<file path="config.mk">
export PLATFORM = sky130hd
export DESIGN_NAME = spi_subsystem
export DESIGN_NICKNAME = d
export VERILOG_FILES = /design/src/verilog/spi_pkg.sv /design/src/verilog/spi_fifo.sv /design/src/verilog/spi_master.sv /design/src/verilog/spi_rate_gen.sv /design/src/verilog/spi_subsystem.sv
export VERILOG_INCLUDE_DIRS = /design/src /design/src/include
export SDC_FILE = /design/constraint.sdc
export NUM_CORES = 1
export LEC_CHECK = 0
export BUFFER_PORTS_ARGS = -buffer_cell sky130_fd_sc_hd__buf_2
export CORE_MARGIN = 4
export CORE_UTILIZATION = 60
export CTS_BUF_LIST = sky130_fd_sc_hd__clkbuf_8 sky130_fd_sc_hd__clkbuf_16
export DETAILED_ROUTE_END_ITERATION = 10
export HOLD_SLACK_MARGIN = 0.06
export PLACE_DENSITY_LB_ADDON = 0.08
export SLEW_MARGIN = 10
export SYNTH_ARGS = -nofsm -noshare
export SYNTH_HDL_FRONTEND = slang
export SYNTH_SLANG_ARGS = --single-unit
</file>
<file path="constraint.sdc">
create_clock -name inner_clk -period 8 [get_ports inner_clk]
set_input_delay 1.6 -clock inner_clk [delete_from_list [all_inputs] [get_ports inner_clk]]
set_output_delay 1.6 -clock inner_clk [all_outputs]
set_load 0.01 [all_outputs]
</file>
<file path="src/include/spi_config.svh">
`ifndef SPI_CONFIG_SVH
`define SPI_CONFIG_SVH

// Bits shifted per frame, LSB first
`define SPI_WORD_BITS 16

// inner_clk cycles per sclk half period
`define SPI_CLK_DIV 4

// Entries in each word queue, power of two
`define SPI_FIFO_DEPTH 4

// Chip select level while the slave is addressed
`define SPI_CS_ACTIVE 1'b0

`endif

</file>
<file path="src/verilog/spi_pkg.sv">
`default_nettype none

`include "spi_config.svh"

package spi_pkg;

    // One frame worth of data
    typedef logic [`SPI_WORD_BITS-1:0] spi_word_t;

    // Off-chip master pins
    typedef struct packed {
        logic sclk;  // Idles high
        logic mosi;  // Changes after falling sclk
        logic cs;    // Single slave select
    } spi_pins_t;

    // Frame sequencer states
    typedef enum logic [1:0] {
        idle,
        select,
        shift,
        done
    } spi_state_t;

endpackage

`default_nettype wire

</file>
<file path="src/verilog/spi_fifo.sv">
`timescale 1ns/1ns
`default_nettype none

`include "spi_config.svh"

module spi_fifo import spi_pkg::*; (
    input  wire logic      inner_clk,
    input  wire logic      reset,
    input  wire logic      push,
    input  wire spi_word_t push_data,
    input  wire logic      pop,
    output spi_word_t      head,
    output logic           empty,
    output logic           full
);

    localparam int DEPTH = `SPI_FIFO_DEPTH;
    localparam int PTR_W = (DEPTH > 1) ? $clog2(DEPTH) : 1;
    localparam int CNT_W = $clog2(DEPTH + 1);

    spi_word_t        mem [DEPTH];
    logic [PTR_W-1:0] wr_ptr;
    logic [PTR_W-1:0] rd_ptr;
    logic [CNT_W-1:0] count;
    logic             do_push;
    logic             do_pop;

    assign do_push = push && !full;   // Dropped when full
    assign do_pop  = pop && !empty;   // Dropped when empty

    assign empty = (count == '0);
    assign full  = (count == CNT_W'(DEPTH));
    assign head  = mem[rd_ptr];

    always_ff @(posedge inner_clk) begin
        if (do_push) begin
            mem[wr_ptr] <= push_data;
        end
    end

    always_ff @(posedge inner_clk or posedge reset) begin
        if (reset) begin
            wr_ptr <= '0;
            rd_ptr <= '0;
            count  <= '0;
        end else begin
            if (do_push) begin
                wr_ptr <= wr_ptr + 1'b1;  // Wraps, depth is a power of two
            end
            if (do_pop) begin
                rd_ptr <= rd_ptr + 1'b1;
            end
            // Simultaneous push and pop leaves count unchanged
            if (do_push && !do_pop) begin
                count <= count + 1'b1;
            end else if (do_pop && !do_push) begin
                count <= count - 1'b1;
            end
        end
    end

endmodule

`default_nettype wire

</file>
<file path="src/verilog/spi_master.sv">
`timescale 1ns/1ns
`default_nettype none

`include "spi_config.svh"

module spi_master import spi_pkg::*; (
    input  wire logic      inner_clk,
    input  wire logic      reset,
    input  wire logic      tick,
    input  wire spi_word_t tx_word,
    input  wire logic      tx_empty,
    input  wire logic      rx_full,
    input  wire logic      miso,
    output logic           tx_take,
    output logic           rx_put,
    output spi_word_t      rx_word,
    output logic           busy,
    output spi_pins_t      pins
);

    localparam int        WORD_BITS = `SPI_WORD_BITS;
    localparam logic [4:0] HALF_LAST = 5'(2 * WORD_BITS - 1);

    spi_state_t state;
    spi_word_t  tx_sr;
    spi_word_t  rx_sr;
    logic [4:0] half_cnt;
    logic       start_ok;
    logic       shift_fall;
    logic       shift_rise;

    // A frame needs a word to send and room for the reply
    assign start_ok = !tx_empty && !rx_full;

    assign tx_take = tick && (state == idle) && start_ok;
    assign rx_put  = tick && (state == done);
    assign rx_word = rx_sr;
    assign busy    = (state != idle) || start_ok;  // Keeps the rate generator running

    // Even count is the falling half, odd count the rising half
    assign shift_fall = tick && (state == shift) && !half_cnt[0];
    assign shift_rise = tick && (state == shift) && half_cnt[0];

    always_ff @(posedge inner_clk or posedge reset) begin
        if (reset) begin
            state     <= idle;
            half_cnt  <= '0;
            pins.sclk <= 1'b1;
            pins.mosi <= 1'b0;
            pins.cs   <= ~`SPI_CS_ACTIVE;
        end else if (tick) begin
            case (state)
                idle: begin
                    if (start_ok) begin
                        state <= select;
                    end
                end
                select: begin
                    pins.cs  <= `SPI_CS_ACTIVE;
                    half_cnt <= '0;
                    state    <= shift;
                end
                shift: begin
                    half_cnt <= half_cnt + 1'b1;
                    if (!half_cnt[0]) begin
                        pins.sclk <= 1'b0;      // Slave drives miso here
                        pins.mosi <= tx_sr[0];  // LSB first
                    end else begin
                        pins.sclk <= 1'b1;      // Slave samples mosi here
                    end
                    if (half_cnt == HALF_LAST) begin
                        state <= done;
                    end
                end
                done: begin
                    pins.cs   <= ~`SPI_CS_ACTIVE;
                    pins.mosi <= 1'b0;
                    state     <= idle;
                end
                default: begin
                    state <= idle;
                end
            endcase
        end
    end

    always_ff @(posedge inner_clk) begin
        if (tx_take) begin
            tx_sr <= tx_word;  // Head is valid while the pop is issued
        end else if (shift_fall) begin
            tx_sr <= tx_sr >> 1;
        end
        if (shift_rise) begin
            // First bit in walks down to bit 0
            rx_sr <= {miso, rx_sr[WORD_BITS-1:1]};
        end
    end

endmodule

`default_nettype wire

</file>
<file path="src/verilog/spi_rate_gen.sv">
`timescale 1ns/1ns
`default_nettype none

`include "spi_config.svh"

module spi_rate_gen (
    input  wire logic inner_clk,
    input  wire logic reset,
    input  wire logic run,
    output logic      tick
);

    localparam int CNT_W = $clog2(`SPI_CLK_DIV + 1);
    localparam logic [CNT_W-1:0] RELOAD = CNT_W'(`SPI_CLK_DIV - 1);

    logic [CNT_W-1:0] count;

    // Down counter, parked at the reload value while stopped
    always_ff @(posedge inner_clk or posedge reset) begin
        if (reset) begin
            count <= RELOAD;
            tick  <= 1'b0;
        end else if (!run) begin
            count <= RELOAD;  // Next start waits a full period
            tick  <= 1'b0;
        end else if (count == '0) begin
            count <= RELOAD;
            tick  <= 1'b1;    // One strobe per period
        end else begin
            count <= count - 1'b1;
            tick  <= 1'b0;
        end
    end

endmodule

`default_nettype wire

</file>
<file path="src/verilog/spi_subsystem.sv">
`timescale 1ns/1ns
`default_nettype none

module spi_subsystem import spi_pkg::*; (
    input  wire logic      inner_clk,
    input  wire logic      reset,
    input  wire logic      tx_push,
    input  wire spi_word_t tx_data,
    output logic           tx_full,
    input  wire logic      rx_pop,
    output spi_word_t      rx_data,
    output logic           rx_empty,
    input  wire logic      miso,
    output spi_pins_t      pins
);

    spi_word_t tx_head;
    logic      tx_empty;
    logic      tx_take;
    spi_word_t rx_word;
    logic      rx_put;
    logic      rx_full;
    logic      busy;
    logic      tick;

    // Host to master
    spi_fifo tx_fifo_inst (
        .inner_clk (inner_clk),
        .reset     (reset),
        .push      (tx_push),
        .push_data (tx_data),
        .pop       (tx_take),
        .head      (tx_head),
        .empty     (tx_empty),
        .full      (tx_full)
    );

    // Master to host
    spi_fifo rx_fifo_inst (
        .inner_clk (inner_clk),
        .reset     (reset),
        .push      (rx_put),
        .push_data (rx_word),
        .pop       (rx_pop),
        .head      (rx_data),
        .empty     (rx_empty),
        .full      (rx_full)
    );

    spi_rate_gen spi_rate_gen_inst (
        .inner_clk (inner_clk),
        .reset     (reset),
        .run       (busy),
        .tick      (tick)
    );

    spi_master spi_master_inst (
        .inner_clk (inner_clk),
        .reset     (reset),
        .tick      (tick),
        .tx_word   (tx_head),
        .tx_empty  (tx_empty),
        .rx_full   (rx_full),
        .miso      (miso),
        .tx_take   (tx_take),
        .rx_put    (rx_put),
        .rx_word   (rx_word),
        .busy      (busy),
        .pins      (pins)
    );

endmodule

`default_nettype wire
</file>
==> impl_metrics.json, run 1 <==
{
  "status": "completed",
  "reg2reg_depth": 9,
  "async_reset_ff_share_pct": 14.9,
  "worstSetupPathType": "reg -> out",
  "ys_types": 44,
  "ctsResizeCount": 0,
  "vias": 3296,
  "max_freq_ghz": 0.260,
  "clkTransAtPathRegs_ns": 0.07,
  "synth_edf_count": 160,
  "synth_area_um2": 7450,
  "setup_tns_ns": 0,
  "grt_pass1_wl_um": 17800,
  "ant_nets": 0,
  "min_path_type": "reg -> reg",
  "finalSetupViolCount": 0,
  "start_util_pct": 61.8,
  "grt_max_degree": 29,
  "holdPathEnd": "spi_rate_gen_inst.count[0]",
  "critPathLaunchType": "register",
  "fin_skew_ns": 0.0109,
  "grt_use_total_pct": 16.7,
  "antenna_found_initial": 0,
  "crit_chain": "mux4_2, buf_2",
  "cts-htree-levels": 4,
  "drive_above_1_share_pct": 28.1,
  "fin_nets": 456,
  "peakVddDrop_v": 0.000187,
  "endpoint_kind": "primary output",
  "total_power_mw": 2.82,
  "fill_cells": 772,
  "regArea_um2": 5510,
  "p_leak_nw": 3.00,
  "r2r-start": "spi_master_inst.state[0]",
  "cp_slowest_cell": "dfrtp_1",
  "synth_top_area_share_pct": 64.5,
  "portBuffers": 41,
  "globalRouteOverflowTotal": 0,
  "rsz0062_at_grt": "no",
  "stdcell_area_um2": 8360,
  "multi_input_area_um2": 1800,
  "root_buffer": "clkbuf_16",
  "dp_cells": 563,
  "fp.dieH_um": 119,
  "die_w_um": 119,
  "avgRoutedWirePerCell_um": 18.6,
  "synth_fp_nets": 408,
  "antenna_cells": 0,
  "clkLatencyLatePin_ns": 0.43,
  "dr.pass1.iters": 4,
  "dr.first_iter.drc_count": 241,
  "drc": 0,
  "yosysTopAreaCell": "edfxtp_1",
  "period_minus_slack_ns": 3.85,
  "viasPerCell": 5.54,
  "ys_seq_area_share_pct": 74.0,
  "syn_area_per_cell_um2": 20.4,
  "r2r_slack_ns": 4.98,
  "first_global_vias": 3420,
  "ys_ff_latch": 188,
  "clkSinkCount": 188,
  "holdBufCountCts": 0,
  "core-area_um2": 12100,
  "cts_tree": "yes",
  "r2r-end": "tx_fifo_inst.count[1]",
  "ioPinCount": 42,
  "slew_viol_final": 0,
  "tightestPinTransition_ns": 1.08,
  "crit_required_ns": 6.40,
  "place_area_um2": 7780,
  "cts_setup_buffers": 0,
  "dpl.hpwl_um": 6670,
  "ys.flop_type": "edfxtp_1",
  "final_hold_viol_count": 0,
  "holdCritStartpoint": "spi_rate_gen_inst.count[0]",
  "whs_ns": 0.464,
  "power.density_nw_per_um2": 337,
  "worstPathArrival_ns": 2.25,
  "slew_headroom_pct": 28.3,
  "syn-instance-count": 366,
  "area_delta_synth_final_pct": 12.2,
  "synthTopCellsByArea": "edfxtp_1, dfrtp_1, mux4_2",
  "rows": 40,
  "max_stage_delay_ns": 1.05,
  "cts_buffer_depth": 2,
  "finalWirelength_um": 11100,
  "holdPathStages": 1,
  "cts_buffers": 17,
  "die_area_um2": 14300,
  "path_max_fanout": 18,
  "routabilityCongestion": 0.709,
  "ys_warn_count": 0,
  "maxCapViolations": 0,
  "final_cells": 595,
  "fin_crit_sh_pct": 48.1
}
[final cells by class]
| type | count | area share [%] |
|---|---|---|
| Sequential cell | 188 | 65.9 |
| Multi-Input combinational cell | 152 | 21.5 |
| Clock buffer | 17 | 5.09 |
| Tap cell | 168 | 2.51 |
| Timing Repair Buffer | 41 | 2.45 |
| Clock inverter | 15 | 1.89 |
| Inverter | 14 | 0.629 |
[cell usage in the layout (no fill, tap or decap), types with 2 or more instances in the layout]
master,instances
edfxtp_1,160
buf_2,41
dfrtp_1,24
mux4_2,23
ha_1,19
clkbuf_16,17
inv_1,15
mux2_2,13
nand2_1,12
mux4_1,9
and2_1,9
nor2_1,8
xnor2_1,7
o21ai_0,7
mux2_4,7
xor2_1,5
nand3_1,4
dfstp_2,4
nand2b_1,3
nor2b_1,3
clkinv_1,3
bufinv_16,3
clkinv_2,3
nor4b_1,2
mux2i_1,2
and3_1,2
fa_1,2
clkinv_4,2
[worst max-delay path: cells and delay by family (launching register included)]
family	cells	cell delay, ns
flops	1	1.05
buf+inv	1	0.15
mux	1	0.61
[Yosys cell counts (5+ instances only)]
cell        n
mux2_2     13
and2_1      9
xor2_1      5
mux2_4      7
buf_2       5
edfxtp_1  160
xnor2_1     7
inv_1      13
o21ai_0     8
dfrtp_1    24
mux4_2     23
ha_1       19
mux4_1      9
nand2_1    12
nor2_1      8
[sequential cells by signal (all words and copies together), names as in the netlist, 3 cells and up]
name and cells:
rx_fifo_inst.mem 64, tx_fifo_inst.mem 64, spi_master_inst.rx_word 16, spi_master_inst.tx_sr 16, spi_master_inst.half_cnt 5, rx_fifo_inst.count 3, spi_master_inst.pins 3, spi_rate_gen_inst.count 3
tx_fifo_inst.count 3
[worst max path at each step]
stage,to,start,cells after the start
after floorplan,rx_data[10],rx_fifo_inst.rd_ptr[0],3
after global placement,rx_data[2],rx_fifo_inst.rd_ptr[0],2
after detailed placement,rx_data[13],rx_fifo_inst.rd_ptr[0],2
after CTS,rx_data[13],rx_fifo_inst.rd_ptr[0],2
after global routing,rx_data[0],rx_fifo_inst.rd_ptr[0],2
final,rx_data[13],rx_fifo_inst.rd_ptr[0],2
[power breakdown]
part	total [mW]	internal [mW]	switching, mW	leakage, nW
clock	0.827	0.486	0.341	0.296
sequential	1.40	1.24	0.164	1.79
combinational	0.593	0.326	0.267	0.918
[cell families (layout without fill, tap and decap cells)]
| family | after synthesis | after routing | share of synthesized area (%) |
|---|---|---|---|
| multiplexers | 54 | 54 | 13.8 |
| AND/OR/NAND/NOR | 50 | 50 | 3.90 |
| adder cells (fa/ha/maj) | 21 | 21 | 3.73 |
| buffers and inverters | 26 | 87 | 1.91 |
| AO/OA/AOI/OAI | 15 | 15 | 1.29 |
| XOR/XNOR | 12 | 12 | 1.41 |
| flip-flops | 188 | 188 | 74.0 |
[stage by stage]
stage / setup slack, ns / utilization, %
detailed placement: 4.52 / 64.5
global placement: 4.58 / 64.5
global route: 3.94 / 69.3
floorplan: 5.06 / -
CTS: 4.05 / 69.3
finish: 4.15 / 69.3
[routing by layer]
metal	wire length [um]	global-route usage (%)	up-vias
li1	-	-	1530
met1	4940	21.8	1681
met2	5460	26.7	72
met3	526	5.51	13
met4	158	6.01	0
met5	0	0	-
(Power assumes the default switching activity.)
==> inputs of run 2 (changes only) <==
- clock period: 8 -> 3.6 ns (I/O delays scaled with it)
==> impl_metrics.json, run 2 (same netlist as run 1, synthesis figures left out) <==
{
  "reg.largest.list": "rx_fifo_inst.mem x64, tx_fifo_inst.mem x64",
  "slew_headroom_pct": 31.2,
  "rows": 40,
  "final_hold_viol_count": 0,
  "ioPinCount": 42,
  "setup_tns_ns": 0,
  "most-common-layout-cells": "edfxtp_1, buf_2, dfrtp_1",
  "dr.first_iter.drc_count": 255,
  "rsz0062_at_grt": "no",
  "fin_nets": 461,
  "fin_ws_ns": 0.781,
  "core-area_um2": 12100,
  "antenna_cells": 0,
  "maxCapViolations": 0,
  "grt_pass1_wl_um": 17900,
  "avgRoutedWirePerCell_um": 18.1,
  "fill_cells": 786,
  "viasPerCell": 5.43,
  "fp.dieH_um": 119,
  "period_minus_slack_ns": 2.82,
  "comb_power_share_pct": 22.4,
  "r2r_slack_ns": 1.08,
  "first_global_vias": 3468,
  "p_sw_share_pct": 27.2,
  "finalWirelength_um": 10900,
  "start_util_pct": 61.8,
  "routabilityCongestion": 0.716,
  "p_int_mw": 4.57,
  "root_buffer": "clkbuf_16",
  "portBuffers": 41,
  "cts-htree-levels": 4,
  "ant_nets": 0,
  "globalRouteOverflowTotal": 0,
  "dpl.hpwl_um": 6730,
  "antenna_found_initial": 0,
  "grt_max_degree": 29,
  "drive_above_1_share_pct": 28.9,
  "ctsResizeCount": 0,
  "worstPathArrival_ns": 2.10,
  "max_freq_ghz": 0.355,
  "drc": 0,
  "p_leak_nw": 3.02,
  "die_area_um2": 14300,
  "power.density_nw_per_um2": 748,
  "grt_use_total_pct": 16.7,
  "status": "completed",
  "clkTransAtPathRegs_ns": 0.06,
  "pwr-share-clk_pct": 29.0,
  "min_path_type": "in -> async",
  "holdBufCountCts": 0,
  "die_w_um": 119,
  "vias": 3258,
  "pwr-share-seq_pct": 48.6,
  "area_delta_synth_final_pct": 12.7,
  "cts_buffers": 17,
  "finalSetupViolCount": 0,
  "fin_crit_sh_pct": 78.3,
  "tightestPinTransition_ns": 1.03,
  "path_max_fanout": 10,
  "critPathLaunchType": "register",
  "dr.pass1.iters": 4,
  "cts_buffer_depth": 2,
  "pre_cts_ws_ns": 1.08,
  "peakVddDrop_v": 0.000376,
  "crit_required_ns": 2.88,
  "layout_commonest_cell": "edfxtp_1",
  "cts_tree": "yes",
  "worstSetupPathType": "reg -> out",
  "stdcell_area_um2": 8390,
  "place_area_um2": 7810,
  "clkSinkCount": 188,
  "endpoint_kind": "primary output",
  "switching_power_mw": 1.71,
  "cts_setup_buffers": 0,
  "fin_skew_ns": 0.00745,
  "clkLatencyLatePin_ns": 0.42,
  "slew_viol_final": 0
}
-- run 2: power by group through the flow --
| stage | clock network (mW) | logic [mW] | registers [mW] |
|---|---|---|---|
| after floorplan | 0 | 1.21 | 2.92 |
| after global placement | 0 | 1.41 | 3.08 |
| after detailed placement | 0 | 1.44 | 3.11 |
| after CTS | 1.86 | 1.44 | 3.06 |
| after global routing | 1.95 | 1.55 | 3.10 |
| final | 1.82 | 1.40 | 3.05 |
-- run 2: area by class of cell --
type                            count  area [um2]  area share (%)
Sequential cell                   188        5510            65.7
Tap cell                          168         210            2.50
Clock buffer                       17         425            5.07
Inverter                           14        52.6           0.626
Timing Repair Buffer               46         243            2.89
Multi-Input combinational cell    152        1800            21.4
Clock inverter                     15         155            1.85
-- run 2: per-layer routing --
metal  track usage (%)  routed length, um  share of wire (%)  up-vias
met3              4.23                370                3.4       13
li1                  -                  -                  -     1534
met4              6.66                144                1.3        0
met2              27.1               5520                 51       53
met5                 0                  0                  0        -
met1              21.8               4860                 45     1658
-- run 2: final timing paths --
kind,startpoint,endpoint,depth (start not counted)
worst max-delay path,rx_fifo_inst.rd_ptr[0],rx_data[12],3
worst min-delay path,reset,rx_fifo_inst.count[1],2
worst max register to register,spi_master_inst.state[0],tx_fifo_inst.count[1],10
worst min register to register,spi_rate_gen_inst.count[0],spi_rate_gen_inst.count[0],1
max in group asynchronous,reset,spi_rate_gen_inst.tick,2
min in group inner_clk,spi_rate_gen_inst.count[0],spi_rate_gen_inst.count[0],1
-- run 2: through the flow --
| step | util, % | total power [mW] | instances | hold WS, ns |
|---|---|---|---|---|
| 3_3_place_gp | 64.8 | 4.49 | 568 | 0.442 |
| 4_1_cts | 69.6 | 6.37 | 600 | 0.454 |
| 6_report | 69.6 | 6.28 | 600 | 0.415 |
| 5_1_grt | 69.6 | 6.60 | 600 | 0.463 |
| 2_1_floorplan | - | 4.14 | 366 | 0.431 |
| 3_5_place_dp | 64.8 | 4.54 | 568 | 0.440 |
-- run 2: worst max-delay path: stages, from the launching register on --
cell,delay (ns)
dfrtp_1,0.65
buf_4,0.33
mux4_2,0.54
buf_2,0.16
==> inputs of run 3 (changes only) <==
- clock period: 3.6 -> 3 ns (I/O delays scaled with it)
==> impl_metrics.json, run 3 (same netlist as run 1, synthesis figures left out) <==
{
  "area_delta_synth_final_pct": 13.6,
  "viasPerCell": 5.46,
  "first_global_vias": 3483,
  "switching_power_mw": 2.08,
  "status": "completed",
  "core-area_um2": 12100,
  "peakVddDrop_v": 0.000544,
  "fin_skew_ns": 0.00752,
  "rsz0062_at_grt": "no",
  "min_path_type": "in -> async",
  "drive_above_1_share_pct": 30.8,
  "r2r_slack_ns": 0.74,
  "regArea_um2": 5510,
  "r2r-end": "tx_fifo_inst.count[1]",
  "cts_setup_buffers": 0,
  "ant_nets": 0,
  "tightestPinTransition_ns": 0.790,
  "p_sw_share_pct": 27.7,
  "fp.dieH_um": 119,
  "grt_pass1_wl_um": 18400,
  "endpoint_kind": "primary output",
  "clkSinkCount": 188,
  "die_w_um": 119,
  "cts_tree": "yes",
  "most-common-layout-cells": "edfxtp_1, buf_2, dfrtp_1",
  "p_int_mw": 5.43,
  "die_area_um2": 14300,
  "holdBufCountCts": 0,
  "pwr-share-seq_pct": 48.0,
  "period_minus_slack_ns": 2.47,
  "comb_power_share_pct": 23.5,
  "crit_required_ns": 2.40,
  "maxCapViolations": 0,
  "pwr-share-clk_pct": 28.6,
  "routabilityCongestion": 0.687,
  "clkLatencyLatePin_ns": 0.42,
  "setup_tns_ns": 0,
  "slew_viol_final": 0,
  "path_max_fanout": 16,
  "fin_crit_sh_pct": 82.3,
  "cts-htree-levels": 4,
  "slew_headroom_pct": 47.3,
  "startpoint": "rx_fifo_inst.rd_ptr[0]",
  "power.density_nw_per_um2": 888,
  "crit_chain": "buf_4, mux4_2, buf_2",
  "cts_buffer_depth": 2,
  "total_power_mw": 7.51,
  "reg2reg_depth": 9,
  "vias": 3328,
  "clkTransAtPathRegs_ns": 0.07,
  "worstPathArrival_ns": 1.87,
  "dpl.hpwl_um": 6580,
  "max_stage_delay_ns": 0.55,
  "portBuffers": 41,
  "layout_commonest_cell": "edfxtp_1",
  "multi_input_area_um2": 1800,
  "rows": 40,
  "root_buffer": "clkbuf_16",
  "fill_cells": 776,
  "dr.pass1.iters": 4,
  "pre_cts_ws_ns": 0.726,
  "dr.first_iter.drc_count": 191,
  "globalRouteOverflowTotal": 0,
  "fin_ws_ns": 0.530,
  "fin_nets": 471,
  "cts_buffers": 17,
  "drc": 0,
  "utilization_pct": 70.1,
  "antenna_found_initial": 0,
  "cp_slowest_cell": "mux4_2",
  "p_leak_nw": 3.07,
  "start_util_pct": 61.8,
  "antenna_cells": 0,
  "ioPinCount": 42,
  "ctsResizeCount": 0,
  "grt_use_total_pct": 17.2,
  "grt_max_degree": 29,
  "worstSetupPathType": "reg -> out",
  "critPathLaunchType": "register",
  "max_freq_ghz": 0.405,
  "final_hold_viol_count": 0,
  "finalWirelength_um": 11000,
  "final_cells": 610,
  "reg.largest.list": "rx_fifo_inst.mem x64, tx_fifo_inst.mem x64",
  "avgRoutedWirePerCell_um": 18.0,
  "finalSetupViolCount": 0,
  "r2r-start": "spi_master_inst.state[0]",
  "dp_cells": 578
}
[run 3: how the worst max path moves through the flow]
| stage | end | slack [ns] |
|---|---|---|
| after global placement | tx_fifo_inst.count[2] | 0.80 |
| final | rx_data[3] | 0.53 |
| after floorplan | spi_master_inst.tx_sr[0] | 0.40 |
| after detailed placement | tx_fifo_inst.count[2] | 0.73 |
| after CTS | rx_data[3] | 0.48 |
| after global routing | rx_data[5] | 0.43 |
[run 3: power groups by stage]
stage	logic, mW	clock network [mW]	registers [mW]
floorplan	1.46	0	3.51
global placement	1.75	0	3.63
detailed placement	1.80	0	3.66
CTS	1.81	2.20	3.61
global route	1.95	2.32	3.66
finish	1.76	2.15	3.60
[run 3: metrics by stage]
step                      hold slack [ns]  cell area, um2
final                               0.233            8460
after global routing                0.265            8460
after CTS                           0.227            8460
after detailed placement            0.450            7890
after global placement              0.443            7890
after floorplan                     0.431            7450
[run 3: worst max-delay path, delay by kind of cell, from the launching register on]
| kind | cells | cell delay [ns] |
|---|---|---|
| multiplexers | 1 | 0.55 |
| buffers and inverters | 2 | 0.49 |
| flip-flops | 1 | 0.39 |
[run 3: per-layer routing]
metal / share of wire [%] / vias up / GRT usage (%)
met5: 0 / - / 0
met4: 1.4 / 0 / 6.23
met3: 3.4 / 15 / 5.13
met2: 51 / 52 / 28.2
met1: 44 / 1698 / 22.2
li1: - / 1563 / -
[run 3: final cells by class]
| type | instances | area share (%) |
|---|---|---|
| tap | 168 | 2.48 |
| sequential | 188 | 65.1 |
| inverter | 14 | 0.621 |
| clock inverter | 15 | 1.75 |
| multi-input combinational | 152 | 21.2 |
| timing repair buffer | 56 | 3.76 |
| clock buffer | 17 | 5.03 |
